File: src/source/afu_pkg.sv
package afu_pkg;

	// ------------------------------------------------------------------
	// widths
	// ------------------------------------------------------------------
	localparam int line_w          = 512;
	localparam int addr_w          = 58;
	localparam int lane_w          = 128;
	localparam int num_lanes       = 4;
	localparam int fifo_depth_log2 = 2;

	// ------------------------------------------------------------------
	// handshake line layout
	// ------------------------------------------------------------------
	// ready tags alternate between batches
	localparam int tag0_bit  = 480;
	localparam int tag1_bit  = 482;
	localparam int batch_lsb = 448;
	localparam int batch_w   = 7;

	// cache lines per read in the input area
	localparam int lines_per_read = 4;

	// fence is flagged in the top data bit of a write
	localparam int fence_bit = 511;
	// completion value, lands in bits 511:480
	localparam int done_code = 16;

	typedef logic [line_w-1:0]  line_t;
	typedef logic [addr_w-1:0]  addr_t;
	typedef logic [lane_w-1:0]  lane_t;
	typedef logic [batch_w-1:0] batch_t;

	// one host write
	typedef struct packed {
		addr_t addr;
		line_t data;
	} wr_req_t;

	typedef enum logic [3:0] {
		idle,
		poll_issue,
		poll_wait,
		load_reads,
		run,
		drain_output,
		fence_1,
		done_write,
		fence_2
	} seq_state_t;

endpackage

File: src/source/rsp_lanes_if.sv
`timescale 1ns/10ps

interface rsp_lanes_if
	import afu_pkg::*;
();
	// write side, one enable per lane
	logic  [num_lanes-1:0]        k_wr_en;
	logic  [num_lanes-1:0]        l_wr_en;
	lane_t [num_lanes-1:0]        k_wr_data;
	lane_t [num_lanes-1:0]        l_wr_data;

	// read side
	logic  [num_lanes-1:0]        k_empty;
	logic  [num_lanes-1:0]        l_empty;
	lane_t [num_lanes-1:0]        k_rd_data;
	lane_t [num_lanes-1:0]        l_rd_data;
	logic  [num_lanes-1:0]        k_valid;
	logic  [num_lanes-1:0]        l_valid;
	// shared by all eight lanes
	logic                         pop;

	modport steer (
		output k_wr_en, l_wr_en, k_wr_data, l_wr_data
	);

	// pair side of the lanes
	modport joiner (
		input  k_empty, l_empty, k_rd_data, l_rd_data, k_valid, l_valid,
		output pop
	);

endinterface

File: src/source/response_steer.sv
`timescale 1ns/10ps

module response_steer
	import afu_pkg::*;
(
	input  logic              CLK_200M,
	input  logic              reset_n,
	input  logic              rx_rd_valid,
	input  line_t             rx_rd_data,
	rsp_lanes_if.steer        lanes
);
	// low for k, high for l
	logic  odd_tag;
	line_t line_q;

	always_ff @(posedge CLK_200M) begin
		if (!reset_n) begin
			odd_tag       <= 1'b0;
			lanes.k_wr_en <= '0;
			lanes.l_wr_en <= '0;
		end else begin
			lanes.k_wr_en <= {num_lanes{rx_rd_valid && !odd_tag}};
			lanes.l_wr_en <= {num_lanes{rx_rd_valid && odd_tag}};
			if (rx_rd_valid)
				odd_tag <= !odd_tag;
		end
	end

	always_ff @(posedge CLK_200M) begin
		line_q <= rx_rd_data;
	end

	// both sides see the same slices, the enables pick the side
	assign lanes.k_wr_data = line_q;
	assign lanes.l_wr_data = line_q;

	a_one_side: assert property (@(posedge CLK_200M) disable iff (!reset_n)
		!(|lanes.k_wr_en && |lanes.l_wr_en));

endmodule

File: src/flat_wrapper.sv
// flat-port wrapper written by rule: the top's interface ports become plain ports
module response_steer_flat import afu_pkg::*;
  (CLK_200M, reset_n, rx_rd_valid, rx_rd_data, lanes_k_wr_en, lanes_l_wr_en, lanes_k_wr_data, lanes_l_wr_data);
  rsp_lanes_if lanes_i ();
  input  logic CLK_200M;
  input  logic reset_n;
  input  logic rx_rd_valid;
  input  line_t rx_rd_data;
  output wire logic [$bits(lanes_i.k_wr_en)-1:0] lanes_k_wr_en;
  output wire logic [$bits(lanes_i.l_wr_en)-1:0] lanes_l_wr_en;
  output wire logic [$bits(lanes_i.k_wr_data)-1:0] lanes_k_wr_data;
  output wire logic [$bits(lanes_i.l_wr_data)-1:0] lanes_l_wr_data;
  assign lanes_k_wr_en = lanes_i.k_wr_en;
  assign lanes_l_wr_en = lanes_i.l_wr_en;
  assign lanes_k_wr_data = lanes_i.k_wr_data;
  assign lanes_l_wr_data = lanes_i.l_wr_data;
  response_steer u_core (.CLK_200M(CLK_200M), .reset_n(reset_n), .rx_rd_valid(rx_rd_valid), .rx_rd_data(rx_rd_data), .lanes(lanes_i));
endmodule
File: config.mk
export PLATFORM = sky130hd
export DESIGN_NAME = response_steer_flat
export DESIGN_NICKNAME = d
export VERILOG_FILES = /design/src/source/afu_pkg.sv /design/src/source/rsp_lanes_if.sv /design/src/source/response_steer.sv /design/src/flat_wrapper.sv
export SDC_FILE = /design/constraint.sdc
export NUM_CORES = 1
export LEC_CHECK = 0
export BUFFER_PORTS_ARGS = -buffer_cell sky130_fd_sc_hd__buf_4
export CAP_MARGIN = 10
export CORE_AREA = 3 3 607 609
export CTS_CLUSTER_DIAMETER = 50
export DETAILED_ROUTE_END_ITERATION = 8
export DIE_AREA = 0 0 610 612
export GPL_TIMING_DRIVEN = 0
export PLACE_DENSITY = 0.3
export SYNTH_ARGS = -nofsm -noshare
export SYNTH_HDL_FRONTEND = slang
export SYNTH_SLANG_ARGS = --single-unit
File: constraint.sdc
create_clock -name CLK_200M -period 0.87 [get_ports CLK_200M]
set_input_delay 0.0435 -clock CLK_200M [delete_from_list [all_inputs] [get_ports CLK_200M]]
set_output_delay 0.0435 -clock CLK_200M [all_outputs]
set_load 0.02 [all_outputs]
; ---- After elaboration in Yosys (flattened, before gate mapping)
; Index checks and enable logic that the tools add are counted.
[totals]
word_cells = 7
output_inout_bits = 1032
reg_bits = 515
[op_classes]
n_reduce_logical = 3
[ops]
columns = cell, n
row1 = logical AND 1 bit, 2
row2 = logical NOT 1 bit, 1

; ---- Depth between registers and ports, before layout
[depth]
ltp_word = 2
mapped_depth = 2
depth_no_buf = 2

; ---- Worst setup path after synthesis
; Ideal clock, no wire load.
[synth_timing]
kind = reg-to-reg
start = register u_core.odd_tag
end = register u_core.odd_tag
t_arrival_ps = 583
required_ps = 755
path_stages_with_launch = 3
period_less_slack_ps = 698
setup_time_ps = 115
path_slack_ps = 172
cell_sequence = dfxtp_1 -> xor2_1 -> and2_1
[synth_between]
elab_chain_len = 1
[synth_rtl]
columns = item, line
row1 = start: declaration, response_steer.sv:13  ; logic odd_tag;
row2 = start signal: assignment, response_steer.sv:25  ; odd_tag <= !odd_tag;
row3 = logical NOT 1 bit, response_steer.sv:25
; No other way between the ends.
; A chain may end at the register's enable or synchronous reset.

; ---- Worst setup path in the final report
[layout_timing]
start = register u_core.line_q[239], in the netlist u_core.lanes.k_wr_data[239]
end = output port lanes_l_wr_data[239]
[layout_rtl]
columns = item, line
row1 = start: declaration, response_steer.sv:14  ; line_t line_q;
row2 = start signal: assignment, response_steer.sv:30  ; line_q <= rx_rd_data;
row3 = end: declaration, flat_wrapper.sv:12  ; output wire logic [$bits(lanes_i.l_wr_data)-1:0] lanes_l_wr_data;
; No word-level cell between the ends.

==> results.toml <==
[status]
outcome = "complete, but fails checks"
violations = "negative setup slack"

[placed_design]
port-buffer-count = 1546
dp_slack_ns = -0.345
dpl_cell_area_um2 = 31800
gp_congestion = 0.909
dp_hpwl_mm = 229
dp_cells = 7378

[global_route]
overflow = 0
grt_pass1_wl_mm = 295
grt_max_degree = 12
antenna_found_initial = 234
track_usage = 0.130
grt_pass1_vias = 19900

[drt]
first_iter_violations = 747
wl_per_cell_um = 29.4
drt-total-wl_mm = 252
antenna_left = 0
drt_pass1_iterations = 4
avgViaCountPerCell = 2.18
dr_total_vias = 18700
post-route-drc-count = 0

[sta]
fin_crit_sh = 1.69
hold_viol_final = 0
fmax_ghz = 0.681
rsz0062_at_grt = "true"
worstMarginPinSlew_ns = 0.488
finalSetupViolations = 1032
slew_headroom = 0.674
setup_ws_ns = -0.599
min_period_ns = 1.47
fin_skew_ns = 0.0658
drv_slew = 0
setup_tns_ns = -504.80

[final_layout]
final_common_cell = "buf_6"
final_cell_mix = "buf_6, dlygate4sd3_1, buf_4"
area_growth_pct = 285
fin_cells = 8592
final_nets = 4137
fin_area_um2 = 54700
layout-drive-gt1-share = 0.756

[power]
p_int_w = 0.0732
power.share.switching = 0.286
p_leak_nw = 23.1
peakVddDrop_v = 0.00130
switchingPower_w = 0.0293
clkPwrFrac = 0.533
power.share.sequential = 0.259
powerDensity_nw_per_um2 = 1870
power_w = 0.103
power_frac_comb = 0.208

[synthesis]
avgSynthCellArea_um2 = 13.7
syn-cell-area_um2 = 14200
synth.distinct_cells = 7
ys.warnings.count = 0
ys_seq_area_frac = 0.725
syn-num-nets = 1553
postSynthCellCount = 1038
synth_seq_cells = 515

[cts]
clkSlewWorstSetupHoldPaths_ns = 0.05
cts.sinks = 515
numCtsBuffers = 137
cts_tree = "done"
cts_max_level = 4
clock-root-buffer = "clkbuf_16"
insertion_delay_ns = 0.79
cts.path.max_buffers = 4

[min_path]
min_from = "rx_rd_data[92]"
hold_path_class = "in2reg"

[worst_setup_path]
worstReg2RegStart = "u_core.odd_tag"
critical_path_class = "reg2out"
startpoint = "u_core.lanes.k_wr_data[239]"
cp_data_arrival_time_ns = 1.43
crit_required_ns = 0.83
critPathCaptureType = "output pin"
cp_common_cell = "buf_6"
critPathLaunchType = "flop"
slowest_delay_ns = 0.41
critPathSlowestCell = "dfxtp_4"
critPathMaxFanout = 2
crit_path_cell_trace = "buf_6 -> buf_6"

[die]
dieArea_um2 = 373000
ios = 1547
die_w_um = 610
coreArea_um2 = 363000
num_rows = 221
start_util = 0.0392
die_h_um = 612

[flow_run]
drv_cap = 0
## sequential cells by signal, indices dropped and copies added, names as in the netlist
name	flops
u_core.lanes.k_wr_data	512
u_core.lanes.k_wr_en	1
u_core.lanes.l_wr_en	1
u_core.odd_tag	1
## final timing paths
kind,cells past startpoint,slack (ns),end
setup / recovery,2,-0.60,lanes_l_wr_data[239]
hold / removal,2,0.07,u_core.lanes.k_wr_data[92]
setup reg to reg,2,0.09,u_core.odd_tag
hold reg to reg,1,0.58,u_core.lanes.l_wr_en[0]
## synth_stat cells
library cell	count	area [µm²]
nand2_1	1	3.75
xor2_1	1	8.76
dfxtp_1	515	10300
nor2_1	1	3.75
and3_2	1	7.51
buf_4	518	3890
and2_1	1	6.26
## routing by layer
layer / global-route usage / part of all wire / vias to the layer above
li1: - / - / 8008
met1: 0.138 / 0.37 / 8868
met2: 0.225 / 0.49 / 1207
met3: 0.0670 / 0.11 / 563
met4: 0.0330 / 0.032 / 82
met5: 0 / 0.0021 / -
## logic make-up (layout without fill, tap and decap cells)
logic type    after synthesis  after routing  synth area share
buf+inv                   518           3205             0.273
simple gates                4              4           0.00149
flops                     515            515             0.725
other cells                 0             73                 0
xor+xnor                    1              1          0.000616
## timing repair
item	CTS	global route
pin swaps	0	0
setup buffers	0	10
cloned	0	0
hold endpoints to repair	515	0
hold buffers	889	0
setup endpoints to repair	1033	1033
resized for setup	2532	219
## per-stage QoR
stage,hold slack [ns],utilization
6_report,0.0653,0.151
5_1_grt,0.0148,0.151
4_1_cts,0.00120,0.148
3_5_place_dp,0.149,0.0877
3_3_place_gp,0.148,0.0877
2_1_floorplan,0.0712,-
## worst max-delay path, delay by kind of cell (launching register included)
kind | cells | cell delay [ns]
buffers and inverters | 2 | 0.22
DFF | 1 | 0.41
## cell type report
cell class,instances,area (µm²)
plain buffers,518,5830
repair buffers,2445,26300
fillers,40600,308000
diodes,73,183
clock inverters,77,1130
well taps,4794,6000
flip-flops and latches,515,11600
clock buffers,165,3650
multi-input cells,5,37.5
## power groups by stage
stage / logic, W / registers (W) / clock network, W
3_5_place_dp: 0.0138 / 0.0267 / 0
5_1_grt: 0.0223 / 0.0267 / 0.0578
4_1_cts: 0.0217 / 0.0267 / 0.0571
3_3_place_gp: 0.0138 / 0.0267 / 0
2_1_floorplan: 0.00342 / 0.0276 / 0
6_report: 0.0213 / 0.0266 / 0.0547
No activity file was read; power rests on OpenSTA's default activity.
