$ cat src/source/afu_pkg.sv
package afu_pkg;

	// ------------------------------------------------------------------
	// widths
	// ------------------------------------------------------------------
	localparam int line_w          = 512;
	localparam int addr_w          = 58;
	localparam int lane_w          = 128;
	localparam int num_lanes       = 4;
	localparam int fifo_depth_log2 = 2;

	// ------------------------------------------------------------------
	// handshake line layout
	// ------------------------------------------------------------------
	// ready tags alternate between batches
	localparam int tag0_bit  = 480;
	localparam int tag1_bit  = 482;
	localparam int batch_lsb = 448;
	localparam int batch_w   = 7;

	// cache lines per read in the input area
	localparam int lines_per_read = 4;

	// fence is flagged in the top data bit of a write
	localparam int fence_bit = 511;
	// completion value, lands in bits 511:480
	localparam int done_code = 16;

	typedef logic [line_w-1:0]  line_t;
	typedef logic [addr_w-1:0]  addr_t;
	typedef logic [lane_w-1:0]  lane_t;
	typedef logic [batch_w-1:0] batch_t;

	// one host write
	typedef struct packed {
		addr_t addr;
		line_t data;
	} wr_req_t;

	typedef enum logic [3:0] {
		idle,
		poll_issue,
		poll_wait,
		load_reads,
		run,
		drain_output,
		fence_1,
		done_write,
		fence_2
	} seq_state_t;

endpackage

$ cat src/source/lane_fifo.sv
`timescale 1ns/10ps

module lane_fifo
	import afu_pkg::*;
#(
	parameter type payload_t = lane_t
) (
	input  logic     CLK_200M,
	input  logic     reset_n,
	input  logic     clear,
	input  logic     wr_en,
	input  payload_t wr_data,
	input  logic     rd_en,
	output payload_t rd_data,
	output logic     data_valid,
	output logic     empty,
	output logic     full
);
	payload_t                 mem [2**fifo_depth_log2];
	// one extra bit tells full from empty
	logic [fifo_depth_log2:0] wr_ptr;
	logic [fifo_depth_log2:0] rd_ptr;
	logic                     do_write;
	logic                     do_read;

	assign empty = (wr_ptr == rd_ptr);
	assign full  = (wr_ptr[fifo_depth_log2] != rd_ptr[fifo_depth_log2]) &&
		(wr_ptr[fifo_depth_log2-1:0] == rd_ptr[fifo_depth_log2-1:0]);

	assign do_write = wr_en && !full;
	assign do_read  = rd_en && !empty;

	always_ff @(posedge CLK_200M) begin
		if (!reset_n || clear) begin
			wr_ptr     <= '0;
			rd_ptr     <= '0;
			data_valid <= 1'b0;
		end else begin
			if (do_write)
				wr_ptr <= wr_ptr + 1'b1;
			if (do_read)
				rd_ptr <= rd_ptr + 1'b1;
			data_valid <= do_read;
		end
	end

	// storage and registered head
	always_ff @(posedge CLK_200M) begin
		if (do_write)
			mem[wr_ptr[fifo_depth_log2-1:0]] <= wr_data;
		if (do_read)
			rd_data <= mem[rd_ptr[fifo_depth_log2-1:0]];
	end

	a_no_overflow: assert property (@(posedge CLK_200M) disable iff (!reset_n || clear)
		!(wr_en && full));

	a_no_underflow: assert property (@(posedge CLK_200M) disable iff (!reset_n || clear)
		!(rd_en && empty));

endmodule

$ cat config.mk
export PLATFORM = sky130hd
export DESIGN_NAME = lane_fifo
export DESIGN_NICKNAME = d
export VERILOG_FILES = /design/src/source/afu_pkg.sv /design/src/source/lane_fifo.sv
export SDC_FILE = /design/constraint.sdc
export NUM_CORES = 1
export LEC_CHECK = 0
export ABC_AREA = 0
export BUFFER_PORTS_ARGS = -buffer_cell sky130_fd_sc_hd__buf_2
export CAP_MARGIN = 30
export CORE_ASPECT_RATIO = 1.25
export CORE_MARGIN = 4
export CORE_UTILIZATION = 60
export CTS_CLUSTER_DIAMETER = 120
export DETAILED_ROUTE_END_ITERATION = 10
export GPL_ROUTABILITY_DRIVEN = 0
export HOLD_SLACK_MARGIN = 0.12
export PLACE_DENSITY = 0.82
export SLEW_MARGIN = 20
export SYNTH_ARGS = -nofsm -noshare
export SYNTH_HDL_FRONTEND = slang
export SYNTH_SLANG_ARGS = --single-unit
$ cat constraint.sdc
create_clock -name CLK_200M -period 16.9 [get_ports CLK_200M]
set_input_delay 0.845 -clock CLK_200M [delete_from_list [all_inputs] [get_ports CLK_200M]]
set_output_delay 0.845 -clock CLK_200M [all_outputs]
set_load 0.01 [all_outputs]
# Yosys cells after proc, flatten, opt, wreduce, memory -nomap -nowiden
# Memory sizes are Yosys's and may differ from the RTL's. A register that Yosys moved wholly into a read port is not among the register bits.
# Index checks and enable logic that the tools add are counted.
[op_classes]
addsub = 2
eq_ne = 3
muxes = 2
reduce_logical = 7
[op_table]
columns = ["op", "count"]
rows = [
  ["$add A3 B1 Y3 const B", 2],
  ["$eq A3 B3 Y1", 1],
  ["$logic_and A1 B1 Y1", 3],
  ["$logic_not A1 Y1", 3],
  ["$eq A2 B2 Y1", 1],
  ["$mux W1", 2],
  ["$logic_or A1 B1 Y1", 1],
  ["$ne A1 B1 Y1", 1],
]
[totals]
ff_bits = 7
ram_bits = 512
out_inout_bits = 131
n_memories = 1
[mem_list]
columns = ["name", "depth", "word_bits", "read_ports", "rd_clocked_by_memory_dff", "wr", "line", "text"]
rows = [
  ["mem", 4, 128, 1, 1, 1, "lane_fifo.sv:19", "payload_t mem [2**fifo_depth_log2];"],
]

# Longest topological paths before layout
[logic_depth]
depth_word = 6
ltp_mapped = 6

# Worst setup path after synthesis
# Ideal clock, no wire load.
[synth_path]
path_type = "register -> register"
start = "register wr_ptr[1]"
end = "register rd_data[0] (netlist bit), read port of mem (enable)"
arrival_ps = 6505
required_time_ps = 16271
slack_ps = 9766
path_stages_with_launch = 5
synth_period_minus_slack_ps = 7134
path_cell_list = "dfxtp_1 > buf_2 > xor2_1 > nor3_1 > nor2b_1"
[synth_via]
elab_chain_cells = 3
[synth_rtl]
columns = ["item", "line", "text"]
rows = [
  ["start: declaration", "lane_fifo.sv:21", "logic [fifo_depth_log2:0] wr_ptr;"],
  ["start signal: assignment", "lane_fifo.sv:40", "wr_ptr <= wr_ptr + 1'b1;"],
  ["$eq A3 B3 Y1", "lane_fifo.sv:26", "assign empty = (wr_ptr == rd_ptr);"],
  ["net empty", "lane_fifo.sv:16", "output logic empty,"],
  ["$logic_not A1 Y1", "lane_fifo.sv:31", "assign do_read = rd_en && !empty;"],
  ["$logic_and A1 B1 Y1", "lane_fifo.sv:31", ""],
  ["net do_read", "lane_fifo.sv:24", "logic do_read;"],
  ["end: declaration", "lane_fifo.sv:14", "output payload_t rd_data,"],
]
# The timed path passes the listed nets, and every way through them passes these cells.
# A chain may end at the register's enable or synchronous reset.

# Worst setup path in the final report
[layout_path]
start = "register rd_ptr[1]"
end = "memory mem[3][6] (netlist bit) (enable)"
[layout_via]
elab_chain_cells = 6
[layout_rtl]
columns = ["item", "line", "text"]
rows = [
  ["start: declaration", "lane_fifo.sv:22", "logic [fifo_depth_log2:0] rd_ptr;"],
  ["start signal: assignment", "lane_fifo.sv:42", "rd_ptr <= rd_ptr + 1'b1;"],
  ["$eq A2 B2 Y1", "lane_fifo.sv:28", "(wr_ptr[fifo_depth_log2-1:0] == rd_ptr[fifo_depth_log2-1:0]);"],
  ["$logic_and A1 B1 Y1", "lane_fifo.sv:27", "assign full = (wr_ptr[fifo_depth_log2] != rd_ptr[fifo_depth_log2]) &&"],
  ["$logic_not A1 Y1", "lane_fifo.sv:30", "assign do_write = wr_en && !full;"],
  ["$logic_and A1 B1 Y1", "lane_fifo.sv:30", ""],
  ["$mux W1", "lane_fifo.sv:49", "if (do_write)"],
  ["$mux W1 (not written as such)", "lane_fifo.sv:50", "mem[wr_ptr[fifo_depth_log2-1:0]] <= wr_data;"],
  ["end: declaration", "lane_fifo.sv:19", ""],
]
# No other way between the ends.

==> metrics.cfg <==
[pwr]
p_seq_share_pct=56.5
peakVddDrop_mv=0.0991
switchingPower_uw=624
p_sw_share_pct=19.3
clkPwrFrac_pct=39.5
power.density_nw_per_um2=121
internal-power_mw=2.62
p_comb_share_pct=3.9
leakage_nw=8.84

[drt]
drt_pass1_iterations=5
wl_um=44900
vias=10200
drt_iter0_markers=864
antenna_left=0
drc=0
vias_per_cell=5.92
wl_per_cell_um=26.1

[sta]
setup_violations=0
finalHoldViolCount=0
fin_crit_ns=3.31
rsz0062_at_grt=no
fin_crit_sh_pct=19.6
slew_viol_final=0
clock-skew-final_ns=0.0160
tns_ns=0
worst_pin_slew_ns=0.952
max_slew_margin_pct=36.5
max_freq_mhz=302

[global_routing]
antenna_found_initial=15
grt_pass1_wl_um=65800
grt_remaining_overflow=0
grt_max_degree=133
grt_pass1_vias=10500
grt_usage_pct=21.5

[cells_and_area]
final_cell_area_um2=26800
finalNetCount=1313
syn_to_final_growth_pct=17.4
final_common_cell=edfxtp_1
drive_gt1_share_pct=40.9
final_util_pct=71.6
final_cell_mix=edfxtp_1, buf_2, mux4_2

[status]
outcome=completed

[worst_setup_path]
cp-startpoint=rd_ptr[1]
r2r_start=rd_ptr[1]
worstPathMaxFanout=58
path_class=reg2reg
worstSetupStartpointType=register
cp.required_ns=17.16
arrival_ns=3.57
cp-end-kind=register

[floorplan]
start_util_pct=61.0
die_w_um=183
fp.dieArea_um2=41300
num_io_pins=264
die_h_um=226
fp-row-count=79
core_um2=37500

[synthesis]
yosys.area_share.simple_pct=0.893
ys_warn_count=0
synth.ff_latch_count=647
synth_xor_area_share_pct=0.263
synthAdderAreaFrac_pct=0.274
syn_inst=866
syn_nets=1004
synth-compound-area-share_pct=0.383
synth_area_per_cell_um2=26.4
ys.flop_type=edfxtp_1
ys_types=29
synth_top_family_by_area=multiplexers
ys_seq_area_share_pct=84.7
synth-edff-count=640
syn_area_um2=22800
muxShareOfSynthArea_pct=12.6
synthArstFlopShare_pct=0

[clocking]
clockBufferDepth=3
cts_resized=0
clock_sinks=647
cts_hold_buffers=0
cts_setup_buffers=0
cts_tree=built
cts.clk_slew.worst_paths_ns=0.06
h-tree-depth=2
cts_root_buf=clkbuf_16
numCtsBuffers=57
clkLatencyLatePin_ns=0.59

[min_path]
hp-start=wr_data[62]
hold_path_class=in2reg

[run]
cap_viol_max_count=0

[placed_design]
dp_hpwl_um=26100
placed_area_um2=24800
port_buffers=263

==> final timing paths <==
kind | cells past startpoint | slack [ns] | endpoint
max reg2reg | 7 | 13.59 | mem[3][6]
max | 7 | 13.59 | mem[3][6]
min | 1 | 0.47 | mem[3][62]
min reg2reg | 2 | 0.57 | wr_ptr[2]
==> worst max-delay path: stages, from the launching register on <==
cell,delay [ns]
dfxtp_4,0.63
xnor2_1,0.27
nand3_1,0.22
inv_1,0.13
nor2_4,0.11
buf_4,0.67
buf_4,0.55
buf_16,0.30
==> synthesized netlist by cell type (3+ instances only) <==
library cell,instances,area share [%]
edfxtp_1,640,84
dfxtp_1,7,0.61
nand4_1,4,0.11
inv_1,3,0.049
mux4_2,128,13
a31oi_1,4,0.11
a21oi_1,4,0.088
buf_2,16,0.35
buf_4,9,0.30
nand2_1,4,0.066
nand2b_1,3,0.082
and3_1,6,0.16
xnor2_1,3,0.12
ha_1,5,0.27
clkbuf_1,5,0.082
nor4bb_1,4,0.18
nand3_1,4,0.088
==> per-stage QoR <==
| step | power, mW | hold WS [ns] | setup WS (ns) | instances |
|---|---|---|---|---|
| 2_1_floorplan | 1.93 | 0.501 | 9.77 | 866 |
| 3_5_place_dp | 1.99 | 0.550 | 13.54 | 1598 |
| 4_1_cts | 3.26 | 0.444 | 13.49 | 1701 |
| 3_3_place_gp | 1.98 | 0.519 | 13.47 | 1594 |
| 6_report | 3.24 | 0.471 | 13.59 | 1719 |
| 5_1_grt | 3.35 | 0.442 | 13.41 | 1715 |
==> flip-flops by register name, indices dropped and copies added (netlist names) <==
signal	flops
wr_ptr	3
data_valid	1
rd_ptr	3
mem	512
rd_data	128
==> per-layer routing <==
layer  share of wire (%)  vias up  global-route usage (%)
met4                 2.8        6                    7.70
met1                  36     5314                    28.4
met3                 7.1       77                    4.20
met2                  54      426                    36.4
met5               0.076        -                       0
li1                    -     4347                       -
==> area by class of cell <==
class / instances / area [µm²]
Multi-Input combinational cell: 185 / 3330
Antenna cell: 14 / 35.0
Tap cell: 486 / 608
Fill cell: 2084 / 10600
Sequential cell: 647 / 19400
Clock inverter: 31 / 332
Inverter: 3 / 11.3
Clock buffer: 72 / 1530
Timing Repair Buffer: 281 / 1620
==> power by group through the flow <==
stage / clock network, mW / registers (mW) / logic (mW)
floorplan: 0 / 1.87 / 0.0581
finish: 1.28 / 1.83 / 0.128
CTS: 1.30 / 1.83 / 0.129
detailed placement: 0 / 1.87 / 0.128
global placement: 0 / 1.86 / 0.120
global route: 1.38 / 1.83 / 0.138
==> cells by family (layout without fill, tap and decap cells) <==
family,after synthesis,in the layout
multiplexers,128,128
adder cells (fa/ha/maj),5,5
AND/OR/NAND/NOR,32,32
flip-flops,647,647
buffers and inverters,34,387
AO/OA/AOI/OAI,14,14
other,0,14
XOR/XNOR,6,6
Power figures use the tool's default switching activity.
